<file path="config.mk">
export PLATFORM = sky130hd
export DESIGN_NAME = rv_operand_read
export DESIGN_NICKNAME = d
export VERILOG_FILES = /design/src/common/rv_pkg.sv /design/src/common/rv_fwd_src_if.sv /design/src/source/rv_regfile.sv /design/src/forward/rv_fwd_id.sv /design/src/forward/rv_hazard_id.sv /design/src/source/rv_id_ex_reg.sv /design/src/source/rv_operand_read.sv
export SDC_FILE = /design/constraint.sdc
export NUM_CORES = 2
export LEC_CHECK = 0
export BUFFER_PORTS_ARGS = -buffer_cell sky130_fd_sc_hd__clkbuf_2
export CORE_ASPECT_RATIO = 0.75
export CORE_UTILIZATION = 57
export DETAILED_ROUTE_END_ITERATION = 8
export PLACE_DENSITY = 0.74
export SLEW_MARGIN = 0
export SYNTH_ARGS = -nofsm -noshare
export SYNTH_HDL_FRONTEND = slang
export SYNTH_HIERARCHICAL = 1
export SYNTH_SLANG_ARGS = --single-unit
</file>
<file path="constraint.sdc">
create_clock -name clk -period 6.1 [get_ports clk]
set_input_delay 0.915 -clock clk [delete_from_list [all_inputs] [get_ports clk]]
set_output_delay 0.915 -clock clk [all_outputs]
set_load 0.1 [all_outputs]
</file>
<file path="src/common/rv_pkg.sv">
package rv_pkg;

  // Architectural register index, x0 through x31
  typedef logic [4:0] reg_idx_t;

  // Where the instruction in MEM gets its writeback value from
  typedef enum logic [2:0] {
    // Integer ALU result, ready in MEM
    RES_ALU = 3'd0,
    // Load data from the data memory
    RES_MEM = 3'd1,
    // CSR read value, only valid once it reaches WB
    RES_CSR = 3'd2,
    // Multiply/divide result from the two-stage M unit
    RES_M   = 3'd3,
    // Link address for JAL/JALR
    RES_PC4 = 3'd4
  } res_src_e;

  // Data memory read timing
  typedef enum logic {
    // Load data returns within the MEM stage
    MEM_SRAM = 1'b0,
    // Registered read, load data appears only in WB
    MEM_BRAM = 1'b1
  } mem_type_e;

endpackage

</file>
<file path="src/common/rv_fwd_src_if.sv">
`timescale 1ns/10ps

interface rv_fwd_src_if #(
  parameter int XLEN = 32
);

  // Destination register of the MEM instruction
  rv_pkg::reg_idx_t rd;
  // MEM instruction writes rd
  logic             reg_write;
  // Result source, decides whether the value can be forwarded yet
  rv_pkg::res_src_e res_src;
  // ALU or link value computed before MEM
  logic [XLEN-1:0]  result;
  // Load return data, only meaningful with SRAM timing
  logic [XLEN-1:0]  load_data;

  // Driven from the top level MEM ports
  modport src (
    output rd,
    output reg_write,
    output res_src,
    output result,
    output load_data
  );

  // Forwarding and hazard logic only look
  modport sink (
    input rd,
    input reg_write,
    input res_src,
    input result,
    input load_data
  );

endinterface

</file>
<file path="src/source/rv_regfile.sv">
`timescale 1ns/10ps

module rv_regfile #(
  parameter int XLEN = 32
) (
  input  logic             clk,
  input  logic             reset,

  // ID read ports
  input  rv_pkg::reg_idx_t rs1_id,
  input  rv_pkg::reg_idx_t rs2_id,
  output logic [XLEN-1:0]  rs1_data,
  output logic [XLEN-1:0]  rs2_data,

  // WB write port
  input  rv_pkg::reg_idx_t rd_wb,
  input  logic             reg_write_wb,
  input  logic [XLEN-1:0]  rd_data_wb
);

  // One entry per architectural register
  localparam int NUM_REGS = 2 ** $bits(rv_pkg::reg_idx_t);

  logic [XLEN-1:0] regs [NUM_REGS];
  logic            wr_en;

  // x0 is never written
  assign wr_en = reg_write_wb && (rd_wb != '0);

  // Write at the clock edge
  // A same-cycle reader sees the old value, the forwarding unit covers that
  always_ff @(posedge clk) begin
    if (reset) begin
      for (int i = 0; i < NUM_REGS; i++) begin
        regs[i] <= '0;
      end
    end else if (wr_en) begin
      regs[rd_wb] <= rd_data_wb;
    end
  end

  // Asynchronous reads
  // x0 forced to zero on the read side as well
  always_comb begin
    if (rs1_id == '0) begin
      rs1_data = '0;
    end else begin
      rs1_data = regs[rs1_id];
    end
  end

  always_comb begin
    if (rs2_id == '0) begin
      rs2_data = '0;
    end else begin
      rs2_data = regs[rs2_id];
    end
  end

endmodule

</file>
<file path="src/forward/rv_fwd_id.sv">
`timescale 1ns/10ps

module rv_fwd_id #(
  parameter int                XLEN     = 32,
  parameter rv_pkg::mem_type_e MEM_TYPE = rv_pkg::MEM_SRAM
) (
  // ID source indices and register file data
  input  rv_pkg::reg_idx_t rs1_id,
  input  rv_pkg::reg_idx_t rs2_id,
  input  logic [XLEN-1:0]  rs1_data_id,
  input  logic [XLEN-1:0]  rs2_data_id,

  // MEM stage source
  rv_fwd_src_if.sink       mem,

  // WB stage source
  input  rv_pkg::reg_idx_t rd_wb,
  input  logic             reg_write_wb,
  input  logic [XLEN-1:0]  rd_data_wb,

  // Resolved operands
  output logic [XLEN-1:0]  fwd_rs1_id,
  output logic [XLEN-1:0]  fwd_rs2_id
);

  logic mem_wr;
  logic is_load_mem;
  logic is_late_mem;

  // Writing MEM instruction with a real destination
  assign mem_wr      = mem.reg_write && (mem.rd != '0);
  assign is_load_mem = (mem.res_src == rv_pkg::RES_MEM);
  // CSR and multiply values are not ready in MEM
  assign is_late_mem = (mem.res_src == rv_pkg::RES_CSR) ||
                       (mem.res_src == rv_pkg::RES_M);

  // MEM result forwarding, loads and late results excluded
  logic mem_fwd_rs1;
  logic mem_fwd_rs2;

  assign mem_fwd_rs1 = mem_wr && !is_load_mem && !is_late_mem && (mem.rd == rs1_id);
  assign mem_fwd_rs2 = mem_wr && !is_load_mem && !is_late_mem && (mem.rd == rs2_id);

  // WB forwarding covers the write that lands at the coming edge
  logic wb_fwd_rs1;
  logic wb_fwd_rs2;

  assign wb_fwd_rs1 = reg_write_wb && (rd_wb != '0) && (rd_wb == rs1_id);
  assign wb_fwd_rs2 = reg_write_wb && (rd_wb != '0) && (rd_wb == rs2_id);

  if (MEM_TYPE == rv_pkg::MEM_SRAM) begin : g_sram_load_fwd
    // Load data already back in MEM
    logic load_fwd_rs1;
    logic load_fwd_rs2;

    assign load_fwd_rs1 = mem_wr && is_load_mem && (mem.rd == rs1_id);
    assign load_fwd_rs2 = mem_wr && is_load_mem && (mem.rd == rs2_id);

    // MEM load first, then MEM result, then WB, then regfile
    always_comb begin
      case (1'b1)
        load_fwd_rs1: fwd_rs1_id = mem.load_data;
        mem_fwd_rs1:  fwd_rs1_id = mem.result;
        wb_fwd_rs1:   fwd_rs1_id = rd_data_wb;
        default:      fwd_rs1_id = rs1_data_id;
      endcase
    end

    always_comb begin
      case (1'b1)
        load_fwd_rs2: fwd_rs2_id = mem.load_data;
        mem_fwd_rs2:  fwd_rs2_id = mem.result;
        wb_fwd_rs2:   fwd_rs2_id = rd_data_wb;
        default:      fwd_rs2_id = rs2_data_id;
      endcase
    end

  end else begin : g_bram_no_load_fwd
    // Load in MEM has no data yet
    // the hazard unit stalls on it instead
    always_comb begin
      case (1'b1)
        mem_fwd_rs1: fwd_rs1_id = mem.result;
        wb_fwd_rs1:  fwd_rs1_id = rd_data_wb;
        default:     fwd_rs1_id = rs1_data_id;
      endcase
    end

    always_comb begin
      case (1'b1)
        mem_fwd_rs2: fwd_rs2_id = mem.result;
        wb_fwd_rs2:  fwd_rs2_id = rd_data_wb;
        default:     fwd_rs2_id = rs2_data_id;
      endcase
    end
  end

endmodule

</file>
<file path="src/forward/rv_hazard_id.sv">
`timescale 1ns/10ps

module rv_hazard_id #(
  parameter rv_pkg::mem_type_e MEM_TYPE = rv_pkg::MEM_SRAM
) (
  input  logic             id_valid,
  input  rv_pkg::reg_idx_t rs1_id,
  input  rv_pkg::reg_idx_t rs2_id,

  // MEM stage source
  rv_fwd_src_if.sink       mem,

  // Hold ID until MEM and WB move on
  output logic             stall
);

  // With BRAM timing a load in MEM has no data to forward
  localparam bit LOAD_LATE = (MEM_TYPE == rv_pkg::MEM_BRAM);

  logic mem_wr;
  logic src_match;
  logic late_result;

  // Only a real write to x1..x31 can create a dependency
  assign mem_wr = mem.reg_write && (mem.rd != '0);

  // Either ID source reads the MEM destination
  assign src_match = (mem.rd == rs1_id) || (mem.rd == rs2_id);

  // Result sources that cannot be forwarded from MEM
  always_comb begin
    case (mem.res_src)
      rv_pkg::RES_CSR: late_result = 1'b1;
      rv_pkg::RES_M:   late_result = 1'b1;
      rv_pkg::RES_MEM: late_result = LOAD_LATE;
      default:         late_result = 1'b0;
    endcase
  end

  // Stall only for a valid instruction in ID
  assign stall = id_valid && mem_wr && src_match && late_result;

endmodule

</file>
<file path="src/source/rv_id_ex_reg.sv">
`timescale 1ns/10ps

module rv_id_ex_reg #(
  parameter int XLEN = 32
) (
  input  logic            clk,
  input  logic            reset,

  // ID side
  input  logic            id_valid,
  input  logic            stall,
  input  logic [XLEN-1:0] fwd_rs1_id,
  input  logic [XLEN-1:0] fwd_rs2_id,

  // EX side
  output logic            ex_valid,
  output logic [XLEN-1:0] ex_rs1,
  output logic [XLEN-1:0] ex_rs2
);

  logic capture;

  // Advance whenever ID holds a valid instruction and no hazard is open
  assign capture = id_valid && !stall;

  // Bubble on stall or empty ID
  // operands just hold in that case
  always_ff @(posedge clk) begin
    if (reset) begin
      ex_valid <= 1'b0;
      ex_rs1   <= '0;
      ex_rs2   <= '0;
    end else begin
      ex_valid <= capture;
      if (capture) begin
        ex_rs1 <= fwd_rs1_id;
        ex_rs2 <= fwd_rs2_id;
      end
    end
  end

endmodule

</file>
<file path="src/source/rv_operand_read.sv">
`timescale 1ns/10ps

module rv_operand_read #(
  parameter int                XLEN     = 32,
  parameter rv_pkg::mem_type_e MEM_TYPE = rv_pkg::MEM_SRAM
) (
  input  logic             clk,
  input  logic             reset,

  // ID stage
  input  logic             id_valid,
  input  rv_pkg::reg_idx_t rs1_id,
  input  rv_pkg::reg_idx_t rs2_id,

  // MEM stage
  input  rv_pkg::reg_idx_t rd_mem,
  input  logic             reg_write_mem,
  input  rv_pkg::res_src_e res_src_mem,
  input  logic [XLEN-1:0]  result_mem,
  input  logic [XLEN-1:0]  load_data_mem,

  // WB stage
  input  rv_pkg::reg_idx_t rd_wb,
  input  logic             reg_write_wb,
  input  logic [XLEN-1:0]  rd_data_wb,

  // Handshake and EX operands
  output logic             stall,
  output logic             ex_valid,
  output logic [XLEN-1:0]  ex_rs1,
  output logic [XLEN-1:0]  ex_rs2
);

  logic [XLEN-1:0] rs1_data;
  logic [XLEN-1:0] rs2_data;
  logic [XLEN-1:0] fwd_rs1;
  logic [XLEN-1:0] fwd_rs2;

  // MEM source bundle shared by forwarding and hazard logic
  rv_fwd_src_if #(.XLEN(XLEN)) mem_fwd ();

  assign mem_fwd.rd        = rd_mem;
  assign mem_fwd.reg_write = reg_write_mem;
  assign mem_fwd.res_src   = res_src_mem;
  assign mem_fwd.result    = result_mem;
  assign mem_fwd.load_data = load_data_mem;

  rv_regfile #(
    .XLEN(XLEN)
  ) u_regfile (
    .clk          (clk),
    .reset        (reset),
    .rs1_id       (rs1_id),
    .rs2_id       (rs2_id),
    .rs1_data     (rs1_data),
    .rs2_data     (rs2_data),
    .rd_wb        (rd_wb),
    .reg_write_wb (reg_write_wb),
    .rd_data_wb   (rd_data_wb)
  );

  rv_fwd_id #(
    .XLEN     (XLEN),
    .MEM_TYPE (MEM_TYPE)
  ) u_fwd_id (
    .rs1_id       (rs1_id),
    .rs2_id       (rs2_id),
    .rs1_data_id  (rs1_data),
    .rs2_data_id  (rs2_data),
    .mem          (mem_fwd.sink),
    .rd_wb        (rd_wb),
    .reg_write_wb (reg_write_wb),
    .rd_data_wb   (rd_data_wb),
    .fwd_rs1_id   (fwd_rs1),
    .fwd_rs2_id   (fwd_rs2)
  );

  rv_hazard_id #(
    .MEM_TYPE (MEM_TYPE)
  ) u_hazard_id (
    .id_valid (id_valid),
    .rs1_id   (rs1_id),
    .rs2_id   (rs2_id),
    .mem      (mem_fwd.sink),
    .stall    (stall)
  );

  rv_id_ex_reg #(
    .XLEN(XLEN)
  ) u_id_ex_reg (
    .clk        (clk),
    .reset      (reset),
    .id_valid   (id_valid),
    .stall      (stall),
    .fwd_rs1_id (fwd_rs1),
    .fwd_rs2_id (fwd_rs2),
    .ex_valid   (ex_valid),
    .ex_rs1     (ex_rs1),
    .ex_rs2     (ex_rs2)
  );

endmodule

</file>
-- Yosys cells after proc, flatten, opt, wreduce, memory -nomap -nowiden
Memory sizes are Yosys's and may differ from the RTL's.
Index checks and enable logic that the tools add are counted.
- reductions and logical operators: 26
- eq/ne operators: 7
- muxes and demuxes: 17
- operator list (kind ; number):
    $mux W32 ; 9
    $reduce_or A32 Y1 ; 1
    $eq A5 B5 Y1 ; 4
    $logic_and A1 B1 Y1 ; 15
    $logic_not A5 Y1 ; 2
    $reduce_bool A5 Y1 ; 2
    $mux W1 ; 7
    $eq A3 B2 Y1 const B ; 2
    $mux W5 ; 1
    $eq A3 B1 Y1 const B ; 1
    $logic_not A1 Y1 ; 3
    $logic_or A1 B1 Y1 ; 2
    $reduce_or A2 Y1 ; 1
- bits in writable memories: 1024
- memories kept: 1
- output and inout bits: 66
- register bits: 65
- word-level logic and storage cells: 54
- input bits: 124
- memories (memory ; depth ; bits a word ; read ports ; clocked after memory_dff ; wr ports ; RTL line ; RTL):
    u_regfile.regs ; 32 ; 32 ; 2 ; 0 ; 32 ; rv_regfile.sv:24 ; logic [XLEN-1:0] regs [NUM_REGS];

-- Depth between registers and ports, before layout
- depth in word-level cells: 7
- depth in mapped cells: 13
- mapped depth without buffers: 8

-- By module
The synthesis kept the hierarchy.
- modules (own cells, without submodules) (module ; times used ; area each (um^2) ; sequential area each (um^2) ; cells an instance):
    rv_regfile ; 1 ; 54232.0 ; 30749.5 ; 3502
    rv_id_ex_reg ; 1 ; 3062.9 ; 1301.2 ; 294
    rv_fwd_id ; 1 ; 2906.5 ; 0.0 ; 468
    rv_hazard_id ; 1 ; 140.1 ; 0.0 ; 18

-- Worst setup path after synthesis
No wires, ideal clock.
- path type: input -> output
- from: in rd_mem[0]
- to: out stall
- buffers on the path: 0
- slack: 2.383 ns
- cell stages on the path: 4
- arrival: 2.802 ns
- cells stage by stage: xor2_1 nor3_1 nand3_1 a221oi_2
- word-level cells in the longest chain between the ends: 5
- RTL lines (what ; RTL line ; RTL):
    start: declaration ; rv_operand_read.sv:16 ; input rv_pkg::reg_idx_t rd_mem,
    $reduce_bool A5 Y1 ; rv_hazard_id.sv:25 ; assign mem_wr = mem.reg_write && (mem.rd != '0);
    $logic_and A1 B1 Y1 ; rv_hazard_id.sv:25 ;
    $logic_and A1 B1 Y1 ; rv_hazard_id.sv:41 ; assign stall = id_valid && mem_wr && src_match && late_result;
    $logic_and A1 B1 Y1 * (2 in series) ; rv_hazard_id.sv:41 ;
    end: declaration ; rv_operand_read.sv:28 ; output logic stall,
Mark *: on every way between the ends. The rest lies on a longest branch, timed or not.

-- Worst setup path after layout
- from: in rs2_id[1]
- to: out stall
- word-level cells in the longest chain between the ends: 4
- RTL lines (what ; RTL line ; RTL):
    start: declaration ; rv_operand_read.sv:13 ; input rv_pkg::reg_idx_t rs2_id,
    $eq A5 B5 Y1 ; rv_hazard_id.sv:28 ; assign src_match = (mem.rd == rs1_id) || (mem.rd == rs2_id);
    $logic_or A1 B1 Y1 ; rv_hazard_id.sv:28 ;
    $logic_and A1 B1 Y1 (2 in series) ; rv_hazard_id.sv:41 ;
No other way between the ends.

==> report_table.html <==
<table>
<tr><th>Metric</th><th>Value</th></tr>
<tr><th colspan="2">Status</th></tr>
<tr><td>Result of the run</td><td>complete, but fails checks</td></tr>
<tr><td>Violated checks</td><td>design-rule violations</td></tr>
<tr><th colspan="2">Timing</th></tr>
<tr><td>Slew @ Worst Pin</td><td>1390 ps</td></tr>
<tr><td>Setup TNS</td><td>0 ps</td></tr>
<tr><td>Share of the cycle needed by the critical path after routing</td><td>0.666</td></tr>
<tr><td>Setup skew after layout</td><td>37.1 ps</td></tr>
<tr><td>Final number of max-transition violations</td><td>0</td></tr>
<tr><td>Minimum period implied by the final worst setup slack</td><td>4060 ps</td></tr>
<tr><td>Tightest slew margin relative to the limit</td><td>0.0730</td></tr>
<tr><td>Finish-stage setup viols</td><td>0</td></tr>
<tr><td>Max Freq</td><td>246 MHz</td></tr>
<tr><td>Endpoints failing hold</td><td>0</td></tr>
<tr><td>Unrepaired setup endpoints after global routing</td><td>no</td></tr>
<tr><th colspan="2">Route</th></tr>
<tr><td>Starting DRT DRC Count</td><td>8,475</td></tr>
<tr><td>Via total after detailed routing</td><td>43,400</td></tr>
<tr><td>Total DRC errors in the routed layout</td><td>1</td></tr>
<tr><td>Via density per instance</td><td>7.51</td></tr>
<tr><td>Post-DR wirelength/cell</td><td>38.1 um</td></tr>
<tr><td>Routed WL</td><td>220,000 um</td></tr>
<tr><td>Number of nets with antenna violations after detailed routing</td><td>0</td></tr>
<tr><td>Number of iterations in the first detailed-routing pass</td><td>9</td></tr>
<tr><th colspan="2">Critical path</th></tr>
<tr><td>Library cell contributing the largest single delay on the critical path</td><td>buf_8</td></tr>
<tr><td>Largest stage delay, worst path</td><td>610 ps</td></tr>
<tr><td>Critical Path End Type</td><td>output port</td></tr>
<tr><td>CP Class</td><td>in -&gt; out</td></tr>
<tr><td>R2r startpoint</td><td>u_regfile/regs[26][0]</td></tr>
<tr><td>Critical register-to-register path endpoint</td><td>u_id_ex_reg/ex_rs1[0]</td></tr>
<tr><td>Slack of the worst reg-to-reg path</td><td>3160 ps</td></tr>
<tr><td>Worst Reg-to-Reg Cells</td><td>8</td></tr>
<tr><td>CP startpoint kind</td><td>input pin</td></tr>
<tr><td>Cell chain of the critical path</td><td>buf_8 -&gt; xor2_1 -&gt; nor3_1 -&gt; nand3_1 -&gt; a221oi_4 -&gt; clkbuf_2</td></tr>
<tr><td>Data required time at the worst endpoint</td><td>5180 ps</td></tr>
<tr><td>Crit path from</td><td>rs2_id[1]</td></tr>
<tr><td>WP data arrival</td><td>3150 ps</td></tr>
<tr><td>Largest fanout on the critical path</td><td>61</td></tr>
<tr><th colspan="2">Logic synthesis</th></tr>
<tr><td>Average instance area after synthesis</td><td>14.1 um2</td></tr>
<tr><td>Cell with the most instances after synthesis</td><td>edfxtp_1</td></tr>
<tr><td>Synth cell types</td><td>61</td></tr>
<tr><td>Most used flip-flop cell after synthesis</td><td>edfxtp_1</td></tr>
<tr><td>Portion of the post-synthesis area used by sequential elements</td><td>0.531</td></tr>
<tr><td>Leading cell types by count after synthesis</td><td>edfxtp_1, and2_1, mux4_2</td></tr>
<tr><td>Largest cells by area after synthesis</td><td>edfxtp_1, mux4_2, and2_1, mux2i_1, dfxtp_1</td></tr>
<tr><td>Post-synthesis cell area</td><td>0.0603 mm2</td></tr>
<tr><td>Post-synth EDFFs</td><td>1,024</td></tr>
<tr><td>Number of synthesized register bits</td><td>1,089</td></tr>
<tr><td>Mapped Cells</td><td>4,282</td></tr>
<tr><td>Share of Yosys cell area claimed by the top area cell type</td><td>0.510</td></tr>
<tr><td>Biggest area consumer among synthesized cells</td><td>edfxtp_1</td></tr>
<tr><td>Warning count from the yosys run</td><td>6</td></tr>
<tr><td>Ys async rst share</td><td>0</td></tr>
<tr><th colspan="2">CTS</th></tr>
<tr><td>Hold-fix buffers, CTS</td><td>0</td></tr>
<tr><td>CTS Buffer Depth</td><td>3</td></tr>
<tr><td>Clock sinks</td><td>1,089</td></tr>
<tr><td>Cell chosen for the clock root</td><td>clkbuf_16</td></tr>
<tr><td>Setup bufs post-CTS</td><td>0</td></tr>
<tr><td>Total number of H-tree levels</td><td>3</td></tr>
<tr><td>Latest clock arrival within the worst-skew pair</td><td>730 ps</td></tr>
<tr><td>Clock buffer count from CTS</td><td>106</td></tr>
<tr><td>CTS tree</td><td>done</td></tr>
<tr><td>PostCTS Resize Cnt</td><td>0</td></tr>
<tr><td>Clock transition at path regs</td><td>60 ps</td></tr>
<tr><th colspan="2">Die</th></tr>
<tr><td>Height of the die</td><td>284 um</td></tr>
<tr><td>Die W</td><td>378 um</td></tr>
<tr><td>Standard-cell rows</td><td>102</td></tr>
<tr><td>Starting Density</td><td>0.580</td></tr>
<tr><td>Die area</td><td>0.107 mm2</td></tr>
<tr><td>Placeable core region</td><td>0.104 mm2</td></tr>
<tr><td>I/O Pins</td><td>190</td></tr>
<tr><th colspan="2">Global routing</th></tr>
<tr><td>Wire length of the first global-routing pass</td><td>309,000 um</td></tr>
<tr><td>Number of antenna violations at the first check in global routing</td><td>12</td></tr>
<tr><td>Vias in the first global route</td><td>41,000</td></tr>
<tr><td>Combined global-route utilization of all metal layers</td><td>0.409</td></tr>
<tr><td>Gr ovfl total</td><td>0</td></tr>
<tr><td>Maximum number of pins on one net before global-route repair</td><td>77</td></tr>
<tr><th colspan="2">Hold path</th></tr>
<tr><td>Hold path startpoint</td><td>u_id_ex_reg/ex_rs1[6]</td></tr>
<tr><td>Class of the most critical hold timing path</td><td>reg -&gt; reg</td></tr>
<tr><td>Hold EP</td><td>u_id_ex_reg/ex_rs1[6]</td></tr>
<tr><td>Depth of the worst hold-timing path</td><td>2</td></tr>
<tr><th colspan="2">Pwr</th></tr>
<tr><td>Portion of total power attributed to the clock network</td><td>0.355</td></tr>
<tr><td>Combinational power share</td><td>0.159</td></tr>
<tr><td>Total power per unit cell area</td><td>278 mW/mm2</td></tr>
<tr><td>Static leakage</td><td>22.5 nW</td></tr>
<tr><td>Switching part of the total</td><td>0.283</td></tr>
<tr><td>Switching power of the nets</td><td>0.00518 W</td></tr>
<tr><td>Cell-internal power</td><td>0.0131 W</td></tr>
<tr><td>Worst-case vdd ir drop</td><td>253 uV</td></tr>
<tr><td>Share of power burned in registers</td><td>0.486</td></tr>
<tr><td>Overall Power</td><td>0.0183 W</td></tr>
<tr><th colspan="2">Run</th></tr>
<tr><td>Number of max-cap violations</td><td>0</td></tr>
<tr><th colspan="2">Finish</th></tr>
<tr><td>Register Area</td><td>0.0321 mm2</td></tr>
<tr><td>Area Growth Syn to Fin</td><td>9.15%</td></tr>
<tr><td>Share of final-layout standard cells stronger than drive strength 1</td><td>0.259</td></tr>
<tr><td>Area used by multi-input combinational logic</td><td>0.0262 mm2</td></tr>
<tr><td>Final layout net count</td><td>4,419</td></tr>
<tr><td>FILL cells</td><td>7,529</td></tr>
<tr><th colspan="2">Place</th></tr>
<tr><td>Final Wtd Congestion</td><td>1.01</td></tr>
<tr><td>Port buffer count</td><td>189</td></tr>
<tr><td>Half-perimeter wire length after detailed placement</td><td>139,000 um</td></tr>
</table>
## cell usage in the layout, fill, tap and decap left out, drive strengths merged, types with 5 or more instances in the layout
cell type,n
xor2,18
mux2,30
nor4,68
edfxtp,1024
a221oi,5
a22o,51
o22ai,135
a22oi,16
nor2,37
a21oi,12
xnor2,12
mux2i,150
dfxtp,65
nand3,7
a2111oi,55
nor2b,16
buf,192
a32oi,64
nand3b,5
bufinv,7
o21ai,69
inv,12
nand4bb,66
or3b,5
or4,5
nand2b,70
mux4,472
clkinv,46
clkbuf,307
conb,32
clkinvlp,9
o22a,32
a211oi,9
and2,995
nor3,58
o31ai,64
or2,35
nand2,99
## cells by family after synthesis
group | Yosys count | synth area share
muxes | 652 | 0.207
other | 1 | 0.0000621
xor gates and xnor gates | 30 | 0.00435
and+or+nand+nor | 1482 | 0.153
DFF | 1089 | 0.531
AOI/OAI and AO/OA | 521 | 0.0646
buffers and inverters | 507 | 0.0400
## worst max path at each step
| stage | end | slack [ps] | cells past startpoint |
|---|---|---|---|
| 2_1_floorplan | stall | 2380 | 4 |
| 3_3_place_gp | u_id_ex_reg/ex_rs1[8] | 1570 | 11 |
| 4_1_cts | stall | 2030 | 6 |
| 5_1_grt | stall | 1900 | 6 |
| 3_5_place_dp | u_id_ex_reg/ex_rs1[9] | 1600 | 12 |
| 6_report | stall | 2040 | 6 |
## final cells by class
type,instances,area share
Antenna cell,3,0.000114
Tap cell,1404,0.0267
Sequential cell,1089,0.487
Clock inverter,67,0.00800
Multi-Input combinational cell,2717,0.398
Clock buffer,125,0.0421
Timing Repair Buffer,374,0.0379
Inverter,7,0.000399
## metrics by stage
stage                     hold slack (ps)  utilization  cell area (um2)  instances  worst slack (ps)
after global placement                455        0.601            62600       5591              1570
after detailed placement              455        0.601            62600       5591              1600
after CTS                             467        0.633            65900       5783              2030
after floorplan                       912            -            60500       4313              2380
after global routing                  484        0.633            65900       5783              1900
final                                 468        0.633            65900       5786              2040
## registers in the layout, indices dropped and copies added (netlist names)
register / flops
u_regfile/regs: 1024
u_id_ex_reg/ex_valid: 1
u_id_ex_reg/ex_rs1: 32
u_id_ex_reg/ex_rs2: 32
## routing by layer
metal,vias to the layer above,track usage,share of wire
li1,16600,-,-
met1,21400,0.569,0.35
met2,4486,0.552,0.40
met3,899,0.171,0.18
met4,10,0.202,0.063
met5,-,0,0.00032
## critical path, delay by kind of cell
family                 cells  cell delay, ps
AO/OA/AOI/OAI              1             450
buffers and inverters      2            1140
XOR/XNOR                   1             170
AND/OR/NAND/NOR            2             390
## power groups by stage
stage	Sequential (W)	Combinational, W	Clock, W
floorplan	0.00918	0.00156	0
global placement	0.00900	0.00277	0
detailed placement	0.00903	0.00279	0
CTS	0.00887	0.00280	0.00648
global route	0.00893	0.00294	0.00675
finish	0.00890	0.00292	0.00650
No activity file was read; power rests on OpenSTA's default activity.
